==> config.mk <==
export PLATFORM = sky130hd
export DESIGN_NAME = glay_kernel_top
export DESIGN_NICKNAME = d
export VERILOG_FILES = /design/src/glay_kernel_pkg.sv /design/src/cu_result_merge.sv /design/src/edge_engine.sv /design/src/glay_kernel_top.sv /design/src/kernel_control.sv /design/src/vertex_engine.sv
export SDC_FILE = /design/constraint.sdc
export NUM_CORES = 1
export LEC_CHECK = 0
export BUFFER_PORTS_ARGS = -buffer_cell sky130_fd_sc_hd__buf_2
export CAP_MARGIN = 20
export CORE_ASPECT_RATIO = 1.25
export CORE_MARGIN = 1
export CORE_UTILIZATION = 65
export CTS_BUF_LIST = sky130_fd_sc_hd__clkbuf_2
export DETAILED_ROUTE_END_ITERATION = 16
export HOLD_SLACK_MARGIN = 0.03
export PLACE_DENSITY = 0.95
export SLEW_MARGIN = 10
export SYNTH_ARGS = -nofsm -noshare
export SYNTH_HDL_FRONTEND = slang
export SYNTH_SLANG_ARGS = --single-unit
==> constraint.sdc <==
create_clock -name ap_clk -period 10.8 [get_ports ap_clk]
set_input_delay 1.08 -clock ap_clk [delete_from_list [all_inputs] [get_ports ap_clk]]
set_output_delay 1.08 -clock ap_clk [all_outputs]
set_load 0.01 [all_outputs]
==> src/glay_kernel_pkg.sv <==
// ----------------------------------------------------------
// GLay kernel slot shared definitions
// Widths, state encodings, endian flag position and the
// byte-swap helper used by the compute engines
// ----------------------------------------------------------

`default_nettype none

package glay_kernel_pkg;

    // ------------------------------------------------------------
    // Data widths
    // ------------------------------------------------------------
    // Vertex or edge count, also beats seen
    typedef logic [15:0] count_t;
    // One stream word, degree or neighbour id
    typedef logic [31:0] word_t;
    // Accumulated sum, wraps modulo 2^32
    typedef logic [31:0] sum_t;
    // Descriptor flag byte
    typedef logic [7:0]  flags_t;

    // Endian flag position in the flag byte
    localparam int ENDIAN_FLAG_BIT = 0;

    // ------------------------------------------------------------
    // State encodings
    // ------------------------------------------------------------
    // ap_ctrl_chain sync machine
    typedef enum logic [2:0] {
        CTRL_RESET,
        CTRL_IDLE,
        CTRL_SETUP,
        CTRL_READY,
        CTRL_START,
        CTRL_BUSY,
        CTRL_DONE
    } ctrl_chain_state_t;

    // Shared by vertex and edge engines
    typedef enum logic [1:0] {
        ENG_IDLE,
        ENG_RUN,
        ENG_HOLD
    } engine_state_t;

    // Reverse the four bytes of a big-endian word
    function automatic word_t endian_swap(input word_t data);
        return {data[7:0], data[15:8], data[23:16], data[31:24]};
    endfunction

endpackage : glay_kernel_pkg

`default_nettype wire

==> src/cu_result_merge.sv <==
// ----------------------------------------------------------
// Compute unit result merge
// Joins engine completion, latches both sums, checks degree
// total against edge count, reports setup, busy and done
// ----------------------------------------------------------

`timescale 1ns/1ps
`default_nettype none

module cu_result_merge import glay_kernel_pkg::*; (
    input  wire logic   ap_clk,
    input  wire logic   areset_control,
    input  wire logic   vertex_running,
    input  wire logic   vertex_finished,
    input  wire logic   edge_running,
    input  wire logic   edge_finished,
    input  wire sum_t   degree_in,
    input  wire sum_t   edge_id_in,
    input  wire count_t edges_seen,
    output logic        cu_setup,
    output logic        cu_done,
    output logic        cu_busy,
    output sum_t        degree_sum,
    output sum_t        edge_sum,
    output logic        degree_mismatch
);

    logic both_finished;
    logic both_finished_d;
    logic any_running;
    logic all_quiet;
    logic join_event;

    assign both_finished = vertex_finished & edge_finished;
    assign any_running   = vertex_running | edge_running;
    assign all_quiet     = ~any_running & ~vertex_finished & ~edge_finished;
    // First cycle of joint completion
    assign join_event    = both_finished & ~both_finished_d;

    // ------------------------------------------------------------
    // Status levels to kernel control
    // ------------------------------------------------------------
    always_ff @(posedge ap_clk) begin
        if (areset_control) begin
            both_finished_d <= 1'b0;
            cu_setup        <= 1'b1;
            cu_done         <= 1'b0;
            cu_busy         <= 1'b0;
        end else begin
            both_finished_d <= both_finished;
            cu_setup        <= all_quiet;
            cu_done         <= both_finished;
            cu_busy         <= any_running;
        end
    end

    // ------------------------------------------------------------
    // Result latch, held until next joint completion
    // ------------------------------------------------------------
    always_ff @(posedge ap_clk) begin
        if (areset_control) begin
            degree_sum      <= '0;
            edge_sum        <= '0;
            degree_mismatch <= 1'b0;
        end else if (join_event) begin
            degree_sum      <= degree_in;
            edge_sum        <= edge_id_in;
            // Degree total should equal edges accepted
            degree_mismatch <= (degree_in != sum_t'(edges_seen));
        end
    end

endmodule : cu_result_merge

`default_nettype wire

==> src/edge_engine.sv <==
// ----------------------------------------------------------
// Edge engine
// Sums byte-order-corrected neighbour ids, counts edges
// ----------------------------------------------------------

`timescale 1ns/1ps
`default_nettype none

module edge_engine import glay_kernel_pkg::*; (
    input  wire logic   ap_clk,
    input  wire logic   areset_control,
    input  wire logic   descriptor_valid,
    input  wire logic   endian,
    input  wire count_t desc_edge_count,
    input  wire logic   edge_valid,
    input  wire word_t  edge_data,
    output logic        running,
    output logic        finished,
    output sum_t        edge_id_sum,
    output count_t      edges_seen
);

    engine_state_t state;
    logic          descriptor_valid_d;
    logic          arm;
    count_t        edge_target;
    word_t         neighbour_id;

    assign arm          = descriptor_valid & ~descriptor_valid_d;
    assign neighbour_id = endian ? endian_swap(edge_data) : edge_data;

    always_ff @(posedge ap_clk) begin
        if (areset_control) begin
            state              <= ENG_IDLE;
            descriptor_valid_d <= 1'b0;
            edge_target        <= '0;
            edges_seen         <= '0;
            edge_id_sum        <= '0;
        end else begin
            descriptor_valid_d <= descriptor_valid;
            case (state)
                ENG_IDLE: begin
                    if (arm) begin
                        edge_target <= desc_edge_count;
                        edges_seen  <= '0;
                        edge_id_sum <= '0;
                        state <= (desc_edge_count == '0) ? ENG_HOLD : ENG_RUN;
                    end
                end
                // Beat count doubles as the merge check value
                ENG_RUN: begin
                    if (edge_valid) begin
                        edge_id_sum <= edge_id_sum + neighbour_id;
                        edges_seen  <= edges_seen + 1'b1;
                        if (edges_seen + 1'b1 == edge_target) begin
                            state <= ENG_HOLD;
                        end
                    end
                end
                ENG_HOLD: begin
                    if (!descriptor_valid) begin
                        state <= ENG_IDLE;
                    end
                end
                default: state <= ENG_IDLE;
            endcase
        end
    end

    assign running  = (state == ENG_RUN);
    assign finished = (state == ENG_HOLD);

endmodule : edge_engine

`default_nettype wire

==> src/glay_kernel_top.sv <==
// ----------------------------------------------------------
// GLay kernel slot top level
// Control shell, vertex and edge engines, result merge
// ----------------------------------------------------------

`timescale 1ns/1ps
`default_nettype none

module glay_kernel_top import glay_kernel_pkg::*; (
    input  wire logic   ap_clk,
    input  wire logic   areset_control,
    input  wire logic   ap_start,
    input  wire count_t descriptor_vertex_count,
    input  wire count_t descriptor_edge_count,
    input  wire flags_t descriptor_flags,
    input  wire logic   vertex_valid,
    input  wire word_t  vertex_data,
    input  wire logic   edge_valid,
    input  wire word_t  edge_data,
    output logic        ap_ready,
    output logic        ap_idle,
    output logic        ap_done,
    output logic        cu_busy,
    output sum_t        degree_sum,
    output sum_t        edge_sum,
    output logic        degree_mismatch
);

    // Control to engines
    logic   descriptor_valid;
    logic   endian;
    count_t desc_vertex_count;
    count_t desc_edge_count;

    // Engines to merge
    logic   vertex_running;
    logic   vertex_finished;
    logic   edge_running;
    logic   edge_finished;
    sum_t   vertex_degree_sum;
    sum_t   edge_id_sum;
    count_t edges_seen;

    // Merge back to control
    logic   cu_setup;
    logic   cu_done;

    kernel_control kernel_control_i (
        .ap_clk                  (ap_clk),
        .areset_control          (areset_control),
        .ap_start                (ap_start),
        .cu_setup                (cu_setup),
        .cu_done                 (cu_done),
        .descriptor_vertex_count (descriptor_vertex_count),
        .descriptor_edge_count   (descriptor_edge_count),
        .descriptor_flags        (descriptor_flags),
        .ap_ready                (ap_ready),
        .ap_idle                 (ap_idle),
        .ap_done                 (ap_done),
        .descriptor_valid        (descriptor_valid),
        .endian                  (endian),
        .desc_vertex_count       (desc_vertex_count),
        .desc_edge_count         (desc_edge_count)
    );

    vertex_engine vertex_engine_i (
        .ap_clk            (ap_clk),
        .areset_control    (areset_control),
        .descriptor_valid  (descriptor_valid),
        .endian            (endian),
        .desc_vertex_count (desc_vertex_count),
        .vertex_valid      (vertex_valid),
        .vertex_data       (vertex_data),
        .running           (vertex_running),
        .finished          (vertex_finished),
        .degree_sum        (vertex_degree_sum)
    );

    edge_engine edge_engine_i (
        .ap_clk           (ap_clk),
        .areset_control   (areset_control),
        .descriptor_valid (descriptor_valid),
        .endian           (endian),
        .desc_edge_count  (desc_edge_count),
        .edge_valid       (edge_valid),
        .edge_data        (edge_data),
        .running          (edge_running),
        .finished         (edge_finished),
        .edge_id_sum      (edge_id_sum),
        .edges_seen       (edges_seen)
    );

    cu_result_merge cu_result_merge_i (
        .ap_clk          (ap_clk),
        .areset_control  (areset_control),
        .vertex_running  (vertex_running),
        .vertex_finished (vertex_finished),
        .edge_running    (edge_running),
        .edge_finished   (edge_finished),
        .degree_in       (vertex_degree_sum),
        .edge_id_in      (edge_id_sum),
        .edges_seen      (edges_seen),
        .cu_setup        (cu_setup),
        .cu_done         (cu_done),
        .cu_busy         (cu_busy),
        .degree_sum      (degree_sum),
        .edge_sum        (edge_sum),
        .degree_mismatch (degree_mismatch)
    );

endmodule : glay_kernel_top

`default_nettype wire

==> src/kernel_control.sv <==
// ----------------------------------------------------------
// Kernel control, ap_ctrl_chain host protocol
// Registers host inputs, runs the chain-sync FSM, stages the
// descriptor and decodes the endian flag
// ----------------------------------------------------------

`timescale 1ns/1ps
`default_nettype none

module kernel_control import glay_kernel_pkg::*; (
    input  wire logic   ap_clk,
    input  wire logic   areset_control,
    input  wire logic   ap_start,
    input  wire logic   cu_setup,
    input  wire logic   cu_done,
    input  wire count_t descriptor_vertex_count,
    input  wire count_t descriptor_edge_count,
    input  wire flags_t descriptor_flags,
    output logic        ap_ready,
    output logic        ap_idle,
    output logic        ap_done,
    output logic        descriptor_valid,
    output logic        endian,
    output count_t      desc_vertex_count,
    output count_t      desc_edge_count
);

    // Registered control inputs
    logic ap_start_reg;
    logic cu_setup_reg;
    logic cu_done_reg;

    // First descriptor stage
    count_t vertex_count_reg;
    count_t edge_count_reg;
    flags_t flags_reg;

    // State decode, first output stage
    logic ap_ready_dec;
    logic ap_idle_dec;
    logic ap_done_dec;
    logic descriptor_valid_dec;
    logic endian_dec;

    ctrl_chain_state_t current_state;
    ctrl_chain_state_t next_state;

    // ------------------------------------------------------------
    // Input registers
    // ------------------------------------------------------------
    always_ff @(posedge ap_clk) begin
        if (areset_control) begin
            ap_start_reg <= 1'b0;
            cu_setup_reg <= 1'b1;
            cu_done_reg  <= 1'b0;
        end else begin
            ap_start_reg <= ap_start;
            cu_setup_reg <= cu_setup;
            cu_done_reg  <= cu_done;
        end
    end

    // Descriptor payload, two stages
    always_ff @(posedge ap_clk) begin
        vertex_count_reg  <= descriptor_vertex_count;
        edge_count_reg    <= descriptor_edge_count;
        flags_reg         <= descriptor_flags;
        desc_vertex_count <= vertex_count_reg;
        desc_edge_count   <= edge_count_reg;
    end

    // ------------------------------------------------------------
    // Chain-sync FSM
    // ------------------------------------------------------------
    always_ff @(posedge ap_clk) begin
        if (areset_control) begin
            current_state <= CTRL_RESET;
        end else begin
            current_state <= next_state;
        end
    end

    always_comb begin
        next_state = current_state;
        case (current_state)
            CTRL_RESET: next_state = CTRL_IDLE;
            CTRL_IDLE:  next_state = CTRL_SETUP;
            // Wait for the host to start a job
            CTRL_SETUP: begin
                if (ap_start_reg) begin
                    next_state = CTRL_READY;
                end
            end
            // Engines must be back in idle before arming
            CTRL_READY: begin
                if (cu_setup_reg) begin
                    next_state = CTRL_START;
                end
            end
            CTRL_START: next_state = CTRL_BUSY;
            CTRL_BUSY: begin
                if (cu_done_reg) begin
                    next_state = CTRL_DONE;
                end
            end
            // Chained start goes straight back to READY
            CTRL_DONE: begin
                if (ap_start_reg) begin
                    next_state = CTRL_READY;
                end
            end
            default: next_state = CTRL_RESET;
        endcase
    end

    // ------------------------------------------------------------
    // State decode
    // ------------------------------------------------------------
    always_ff @(posedge ap_clk) begin
        if (areset_control) begin
            ap_ready_dec         <= 1'b0;
            ap_idle_dec          <= 1'b1;
            ap_done_dec          <= 1'b0;
            descriptor_valid_dec <= 1'b0;
            endian_dec           <= 1'b0;
        end else begin
            // Defaults cover RESET, IDLE and SETUP
            ap_ready_dec         <= 1'b0;
            ap_idle_dec          <= 1'b1;
            ap_done_dec          <= 1'b0;
            descriptor_valid_dec <= 1'b0;
            endian_dec           <= 1'b0;
            case (current_state)
                CTRL_READY: begin
                    ap_ready_dec <= 1'b1;
                    ap_idle_dec  <= 1'b0;
                end
                CTRL_START, CTRL_BUSY: begin
                    ap_idle_dec          <= 1'b0;
                    descriptor_valid_dec <= 1'b1;
                    endian_dec           <= flags_reg[ENDIAN_FLAG_BIT];
                end
                CTRL_DONE: ap_done_dec <= 1'b1;
                default: ;
            endcase
        end
    end

    // Second output stage, glitch-free levels to the host
    always_ff @(posedge ap_clk) begin
        if (areset_control) begin
            ap_ready         <= 1'b0;
            ap_idle          <= 1'b1;
            ap_done          <= 1'b0;
            descriptor_valid <= 1'b0;
            endian           <= 1'b0;
        end else begin
            ap_ready         <= ap_ready_dec;
            ap_idle          <= ap_idle_dec;
            ap_done          <= ap_done_dec;
            descriptor_valid <= descriptor_valid_dec;
            endian           <= endian_dec;
        end
    end

endmodule : kernel_control

`default_nettype wire

==> src/vertex_engine.sv <==
// ----------------------------------------------------------
// Vertex engine
// Sums byte-order-corrected vertex degrees for one job
// ----------------------------------------------------------

`timescale 1ns/1ps
`default_nettype none

module vertex_engine import glay_kernel_pkg::*; (
    input  wire logic   ap_clk,
    input  wire logic   areset_control,
    input  wire logic   descriptor_valid,
    input  wire logic   endian,
    input  wire count_t desc_vertex_count,
    input  wire logic   vertex_valid,
    input  wire word_t  vertex_data,
    output logic        running,
    output logic        finished,
    output sum_t        degree_sum
);

    engine_state_t state;
    logic          descriptor_valid_d;
    logic          arm;
    count_t        vertex_target;
    count_t        beats;
    word_t         degree;

    // Arm on rising edge of descriptor valid
    assign arm    = descriptor_valid & ~descriptor_valid_d;
    assign degree = endian ? endian_swap(vertex_data) : vertex_data;

    always_ff @(posedge ap_clk) begin
        if (areset_control) begin
            state              <= ENG_IDLE;
            descriptor_valid_d <= 1'b0;
            vertex_target      <= '0;
            beats              <= '0;
            degree_sum         <= '0;
        end else begin
            descriptor_valid_d <= descriptor_valid;
            case (state)
                ENG_IDLE: begin
                    if (arm) begin
                        vertex_target <= desc_vertex_count;
                        beats         <= '0;
                        degree_sum    <= '0;
                        // Empty job finishes at once
                        state <= (desc_vertex_count == '0) ? ENG_HOLD : ENG_RUN;
                    end
                end
                ENG_RUN: begin
                    if (vertex_valid) begin
                        degree_sum <= degree_sum + degree;
                        beats      <= beats + 1'b1;
                        if (beats + 1'b1 == vertex_target) begin
                            state <= ENG_HOLD;
                        end
                    end
                end
                // Hold result until descriptor withdrawn
                ENG_HOLD: begin
                    if (!descriptor_valid) begin
                        state <= ENG_IDLE;
                    end
                end
                default: state <= ENG_IDLE;
            endcase
        end
    end

    assign running  = (state == ENG_RUN);
    assign finished = (state == ENG_HOLD);

endmodule : vertex_engine

`default_nettype wire
; After elaboration in Yosys (flattened, before gate mapping)
; Index checks and enable logic that the tools add are counted.
[classes]
addsub = 4
eq_ne = 24
mux = 31
n_bitwise = 12
n_reduce_logical = 18
[op_table]
columns = op, n
row1 = $mux 32, 5
row2 = $pmux 32 s2, 2
row3 = $add 32x32->32, 2
row4 = $pmux 16 s2, 2
row5 = $mux 16, 3
row6 = $add 16x1->16 const B, 2
row7 = $eq 16x16->1, 2
row8 = $logic_not 16->1, 2
row9 = $ne 32x16->1, 1
row10 = $mux 2, 9
row11 = $pmux 3 s6, 1
row12 = $ne 2x2->1 const B, 6
row13 = $pmux 2 s3, 2
row14 = $ne 2x1->1 const B, 5
row15 = $eq 3x3->1 const B, 3
row16 = $mux 3, 3
row17 = $reduce_and 3->1, 3
row18 = $reduce_and 4->1, 2
row19 = $eq 3x2->1 const B, 2
row20 = $not 1->1, 6
row21 = $reduce_or 2->1, 3
row22 = $and 1x1->1, 5
row23 = $eq 2x1->1 const B, 2
row24 = $eq 2x2->1 const B, 2
row25 = 8 further kinds, 14
[word_totals]
ff_bits = 282
out_inout_bits = 69
wordCells = 123

; Logic depth before layout (Yosys ltp)
[logic_depth]
ltp_word = 5
ltp_mapped = 15

; By module
; Synthesis repeated with hierarchy kept, for this count alone.
[unflattened]
cells_unflattened = 1733
area_unflattened_um2 = 14746.6
[modules_own_cells]
columns = module, instances, cells_each, area_each_um2, seq_area_each_um2
row1 = edge_engine, 1, 647, 5191.2, 1341.3
row2 = vertex_engine, 1, 659, 5102.4, 1341.3
row3 = cu_result_merge, 1, 318, 2630.0, 1361.3
row4 = kernel_control, 1, 109, 1823.0, 1621.6

; Least setup slack after synthesis
; No wires, ideal clock.
[synth_timing]
kind = input-to-reg
startpoint = input port vertex_data[18]
endpoint = register vertex_engine_i.degree_sum[29]
t_arrival_ns = 3.411
slack_ns = 7.272
path_stages = 11
n_path_buf = 0
cell_sequence = mux2_2 ha_1 a21o_1 a21o_1 a221o_1 a31oi_4 o21ai_4 a2111oi_4 nor3_1 xor2_1 a22o_1
[synth_between]
elab_chain_cells = 4
[synth_rtl]
columns = item, line
row1 = start: declaration, glay_kernel_top.sv:17  ; input wire word_t vertex_data,
row2 = $mux 32, vertex_engine.sv:31  ; assign degree = endian ? endian_swap(vertex_data) : vertex_data;
row3 = $add 32x32->32, vertex_engine.sv:54  ; degree_sum <= degree_sum + degree;
row4 = $mux 32, vertex_engine.sv:53  ; if (vertex_valid) begin
row5 = $pmux 32 s2, vertex_engine.sv:42  ; case (state)
row6 = end signal: assignment, vertex_engine.sv:54
row7 = end: declaration, vertex_engine.sv:19  ; output sum_t degree_sum
; No other way between the ends. The select of a mux whose other input is x is not followed.
; A chain may end at the register's enable or synchronous reset.

; Worst setup path after layout
[layout_timing]
startpoint = register kernel_control_i.endian
endpoint = register edge_engine_i.edge_id_sum[24]
[layout_between]
elab_chain_cells = 4
[layout_rtl]
columns = item, line
row1 = start: declaration, kernel_control.sv:23  ; output logic endian,
row2 = start signal: assignment, kernel_control.sv:162  ; endian <= endian_dec;
row3 = $mux 32, edge_engine.sv:30  ; assign neighbour_id = endian ? endian_swap(edge_data) : edge_data;
row4 = $add 32x32->32, edge_engine.sv:53  ; edge_id_sum <= edge_id_sum + neighbour_id;
row5 = $mux 32, edge_engine.sv:52  ; if (edge_valid) begin
row6 = $pmux 32 s2, edge_engine.sv:41  ; case (state)
row7 = end signal: assignment, edge_engine.sv:53
row8 = end: declaration, edge_engine.sv:19  ; output sum_t edge_id_sum,
; No other way between the ends. The select of a mux whose other input is x is not followed.

==> results.txt <==
For the clock network fraction of design power, the log shows 31.0%. The worst setup path category was reg2reg. The die span in y was 167 um. The routed design could run at a clock period as short as 4.08 ns. For the leakage dissipation, the log shows 0.00664 uW. Along the worst path, the maximum fanout reaches 64. The worst setup path is launched from a register.

The clock arrives with 0.0939 ns of skew. The power density relative to cell area was 136 nW/um^2; the share of the synthesized area in the top cell type was 40.0%. The run finished with clean final reports.

The layer flagged by global routing as most heavily used is met2. Dividing the final minimum period by the clock period gives 37.8%. The region available for standard cell placement spans 21000 sq um.

Summing every instance area after synthesis gives 14100 sq um. Setup repair after global routing left no endpoint under its margin. The leading register cell type out of synthesis was sky130_fd_sc_hd__dfxtp_1. The biggest area contributor in the post-synthesis netlist is sky130_fd_sc_hd__dfxtp_1.

The tools report the end of the worst register-to-register path as edge_engine_i.edge_id_sum[24]. The logs give 55.6 mm for the global-route wire length before repair and 0 for the total of endpoints with negative setup slack in the final report. The number of slew-limit violations in the final report was 0. For the global routing usage on met2, the log shows 53.3%.

The first routing iteration left 987 violations. Internal power comes to 1490 uW. The number of cells produced by synthesis is 1667, and the number of buffers inserted by port buffering is 170. Number of vias per cell: 6.00. During synthesis, Yosys emitted a total of 0 warnings. Hold is met by 0.313 ns. The tool flagged a number of max-cap violations equal to 0.

The global-route track usage on met1 was 36.0%; the async set-reset flop share out of synthesis was 0%. Kind of end point of the critical path: a register. Yosys attributes the largest share of cell area to sky130_fd_sc_hd__dfxtp_1, sky130_fd_sc_hd__nand2_1, sky130_fd_sc_hd__a21oi_1, sky130_fd_sc_hd__ha_1, sky130_fd_sc_hd__mux2_2. Measured against its own limit, the worst slew margin works out to 36.4%. Timing would allow up to 245 MHz. The final weighted congestion of routability-driven global placement was 0.952; the sequential group share of total power was 52.4%.

The count of nets left with antenna violations once routing finished came out at 0. The number of hold buffers added after cts was 0; the placement row count was 59. The global routing met3 resource utilization was 4.99%.

At the later pin of the worst-skew pair, clock insertion delay measures 0.88 ns. STA puts the critical path data arrival time at 4.77 ns. The tools report the final count of hold timing violations as 0. The number of antenna violations at the first check in global routing was 1. The number of enable-type register cells in the synthesized netlist is 0. The die covers 22300 sq um. Post-CTS timing repair inserted 0 buffers for setup.

The number of nets handed over by synthesis was 1846. TritonCTS built the clock tree. For the total via count in the routed design, the log shows 12900.

For this run, the detailed router's first-pass iteration total came to 5. The HPWL after detailed placement is 24.7 mm. The number of library cell types mapped by synthesis was 76; the post-detailed-route DRC marker count was 0.

The tools report the cell at the root of the clock tree as sky130_fd_sc_hd__clkbuf_2. The required time at the worst-slack endpoint is 11.49 ns. The all-layer global routing usage was 30.6%; the via count of the first global-routing pass was 12100. The mean instance size in the synthesized netlist was 8.46 sq um. The run gives 0.109 mV as the largest voltage drop on the vdd net.

Along the worst hold path, the cell count comes to 0. The startpoint identified for the worst hold timing path is kernel_control_i.edge_count_reg[0]. After routing, the total negative slack on setup checks comes to 0 ns.

The share of the Yosys chip area taken by registers is 40.0%. The worst-case hold path end point was kernel_control_i.desc_edge_count[0]. The slew of the pin with the lowest slew margin works out to 0.954 ns.

The logs give 3 for the number of H-tree levels and 178 for the I/O pin total. The filler cells instantiated in the layout total 1557. Clock-pin slew was measured on the worst setup and hold paths at 0.11 ns.

Combinational logic is responsible for 16.6% of the overall power. The clock passes through at most 3 buffers. Net switching is 30.4% of the power. The final layout contains routed wiring with a total length of 34.3 mm.

For this run the aggregate overflow at the end of global routing stands at 0. The width of the die is 134 um, and the share of post-route cells with drive strength above 1 is 20.0%. After clock tree synthesis, the repair step resized 0 gates.

In the final routed layout, each cell accounts on average for 16.0 um. After synthesis the netlist holds a flip-flop and latch count of 282. The path class of the tightest hold or removal check is reg2reg. The area added between synthesis and finish was 10.9%; the logic depth of the worst register-to-register path was 14. The worst register-to-register path begins at kernel_control_i.endian. The worst register-to-register path has a setup slack of 6.72 ns.

In this run the power spent charging and discharging nets is 649 uW. The run gives 2011 as the net total in the final layout. The effective utilization at floorplan came out at 67.1%. Entering global routing, the biggest net connects 91 pins. The tree built by TritonCTS fans out to 282 sinks. Clock tree synthesis inserted a total of 66 buffers.
[cells in the final DEF, fill, tap and decap left out, drive strengths merged, types with 60 or more instances in the layout]
master,Yosys,final
dfxtp,282,282
a21oi,194,194
xnor2,76,76
clkbuf,76,96
ha,68,68
o21ai,72,72
buf,10,183
nand2,279,279
nor2,117,117
mux2,60,60
[worst max path at each step]
stage                                           endpoint               startpoint  depth (start not counted)
final                      edge_engine_i.edge_id_sum[24]  kernel_control_i.endian                         14
after global placement     edge_engine_i.edge_id_sum[24]            edge_data[24]                         14
after CTS                  edge_engine_i.edge_id_sum[24]  kernel_control_i.endian                         14
after detailed placement   edge_engine_i.edge_id_sum[27]            edge_data[25]                         13
after floorplan           vertex_engine_i.degree_sum[29]          vertex_data[18]                         11
after global routing       edge_engine_i.edge_id_sum[24]  kernel_control_i.endian                         14
[critical path: stages (launching register included)]
cell and delay, ns:
sky130_fd_sc_hd__dfxtp_2 0.33, sky130_fd_sc_hd__buf_4 0.62, sky130_fd_sc_hd__mux2_2 0.33, sky130_fd_sc_hd__ha_1 0.18, sky130_fd_sc_hd__inv_1 0.06, sky130_fd_sc_hd__fa_1 0.42
sky130_fd_sc_hd__nor2b_1 0.17, sky130_fd_sc_hd__o2111ai_1 0.17, sky130_fd_sc_hd__a21oi_1 0.31, sky130_fd_sc_hd__o211ai_2 0.20, sky130_fd_sc_hd__o21ai_0 0.43, sky130_fd_sc_hd__a21oi_1 0.19
sky130_fd_sc_hd__o21bai_1 0.23, sky130_fd_sc_hd__mux2i_1 0.21, sky130_fd_sc_hd__nand2_1 0.06
[layer usage]
metal / vias to the layer above / wire [um]
li1: 6238 / -
met1: 6066 / 14000
met2: 492 / 16900
met3: 98 / 2240
met4: 0 / 1210
met5: - / 0
[logic make-up after synthesis]
kind of cell    Yosys count  synth area share [%]
compound gates          429                  19.0
xor+xnor                116                  7.20
fa+ha+maj                70                  6.31
buf+inv                 119                  3.23
flops                   282                  40.0
mux                      66                  5.21
simple gates            585                  19.1
[synthesized netlist by cell type, types with 12 or more instances]
cell                       instances
sky130_fd_sc_hd__a22oi_1          32
sky130_fd_sc_hd__nand4_1          15
sky130_fd_sc_hd__o21bai_1         12
sky130_fd_sc_hd__nor2b_1          15
sky130_fd_sc_hd__mux2_2           60
sky130_fd_sc_hd__nor3_1           34
sky130_fd_sc_hd__a21oi_1         194
sky130_fd_sc_hd__xnor2_1          76
sky130_fd_sc_hd__inv_1            33
sky130_fd_sc_hd__nor2_1          117
sky130_fd_sc_hd__o21ai_0          68
sky130_fd_sc_hd__a21o_1           29
sky130_fd_sc_hd__nand2_1         279
sky130_fd_sc_hd__ha_1             68
sky130_fd_sc_hd__or3_1            12
sky130_fd_sc_hd__nand3_1          33
sky130_fd_sc_hd__nor4_1           21
sky130_fd_sc_hd__dfxtp_1         282
sky130_fd_sc_hd__a22o_1           16
sky130_fd_sc_hd__clkbuf_1         76
sky130_fd_sc_hd__xor2_1           40
[metrics by stage]
step,std cells,power [uW],worst slack (ns),utilization (%),area [sq um]
floorplan,1667,1390,7.27,-,14100
global placement,2038,1470,6.81,71.7,15100
detailed placement,2038,1490,6.78,71.7,15100
CTS,2148,2140,6.79,74.4,15600
global route,2149,2250,6.43,74.4,15700
finish,2149,2130,6.72,74.4,15700
[power groups by stage]
stage | Combinational [uW] | Sequential, uW | Clock [uW]
after floorplan | 263 | 1130 | 0
after global placement | 334 | 1140 | 0
after detailed placement | 347 | 1140 | 0
after CTS | 349 | 1120 | 675
after global routing | 394 | 1120 | 732
final | 354 | 1120 | 662
[area by class of cell]
cell class / count / area, sq um / share of cell area, %
multi-input combinational: 1266 / 8020 / 51.2
sequential: 282 / 5650 / 36.1
timing repair buffer: 183 / 951 / 6.08
clock buffer: 96 / 480 / 3.07
tap: 274 / 343 / 2.19
inverter: 33 / 124 / 0.791
clock inverter: 14 / 83.8 / 0.536
antenna: 1 / 2.50 / 0.0160
Note: power is estimated with default switching activity, not from simulation.
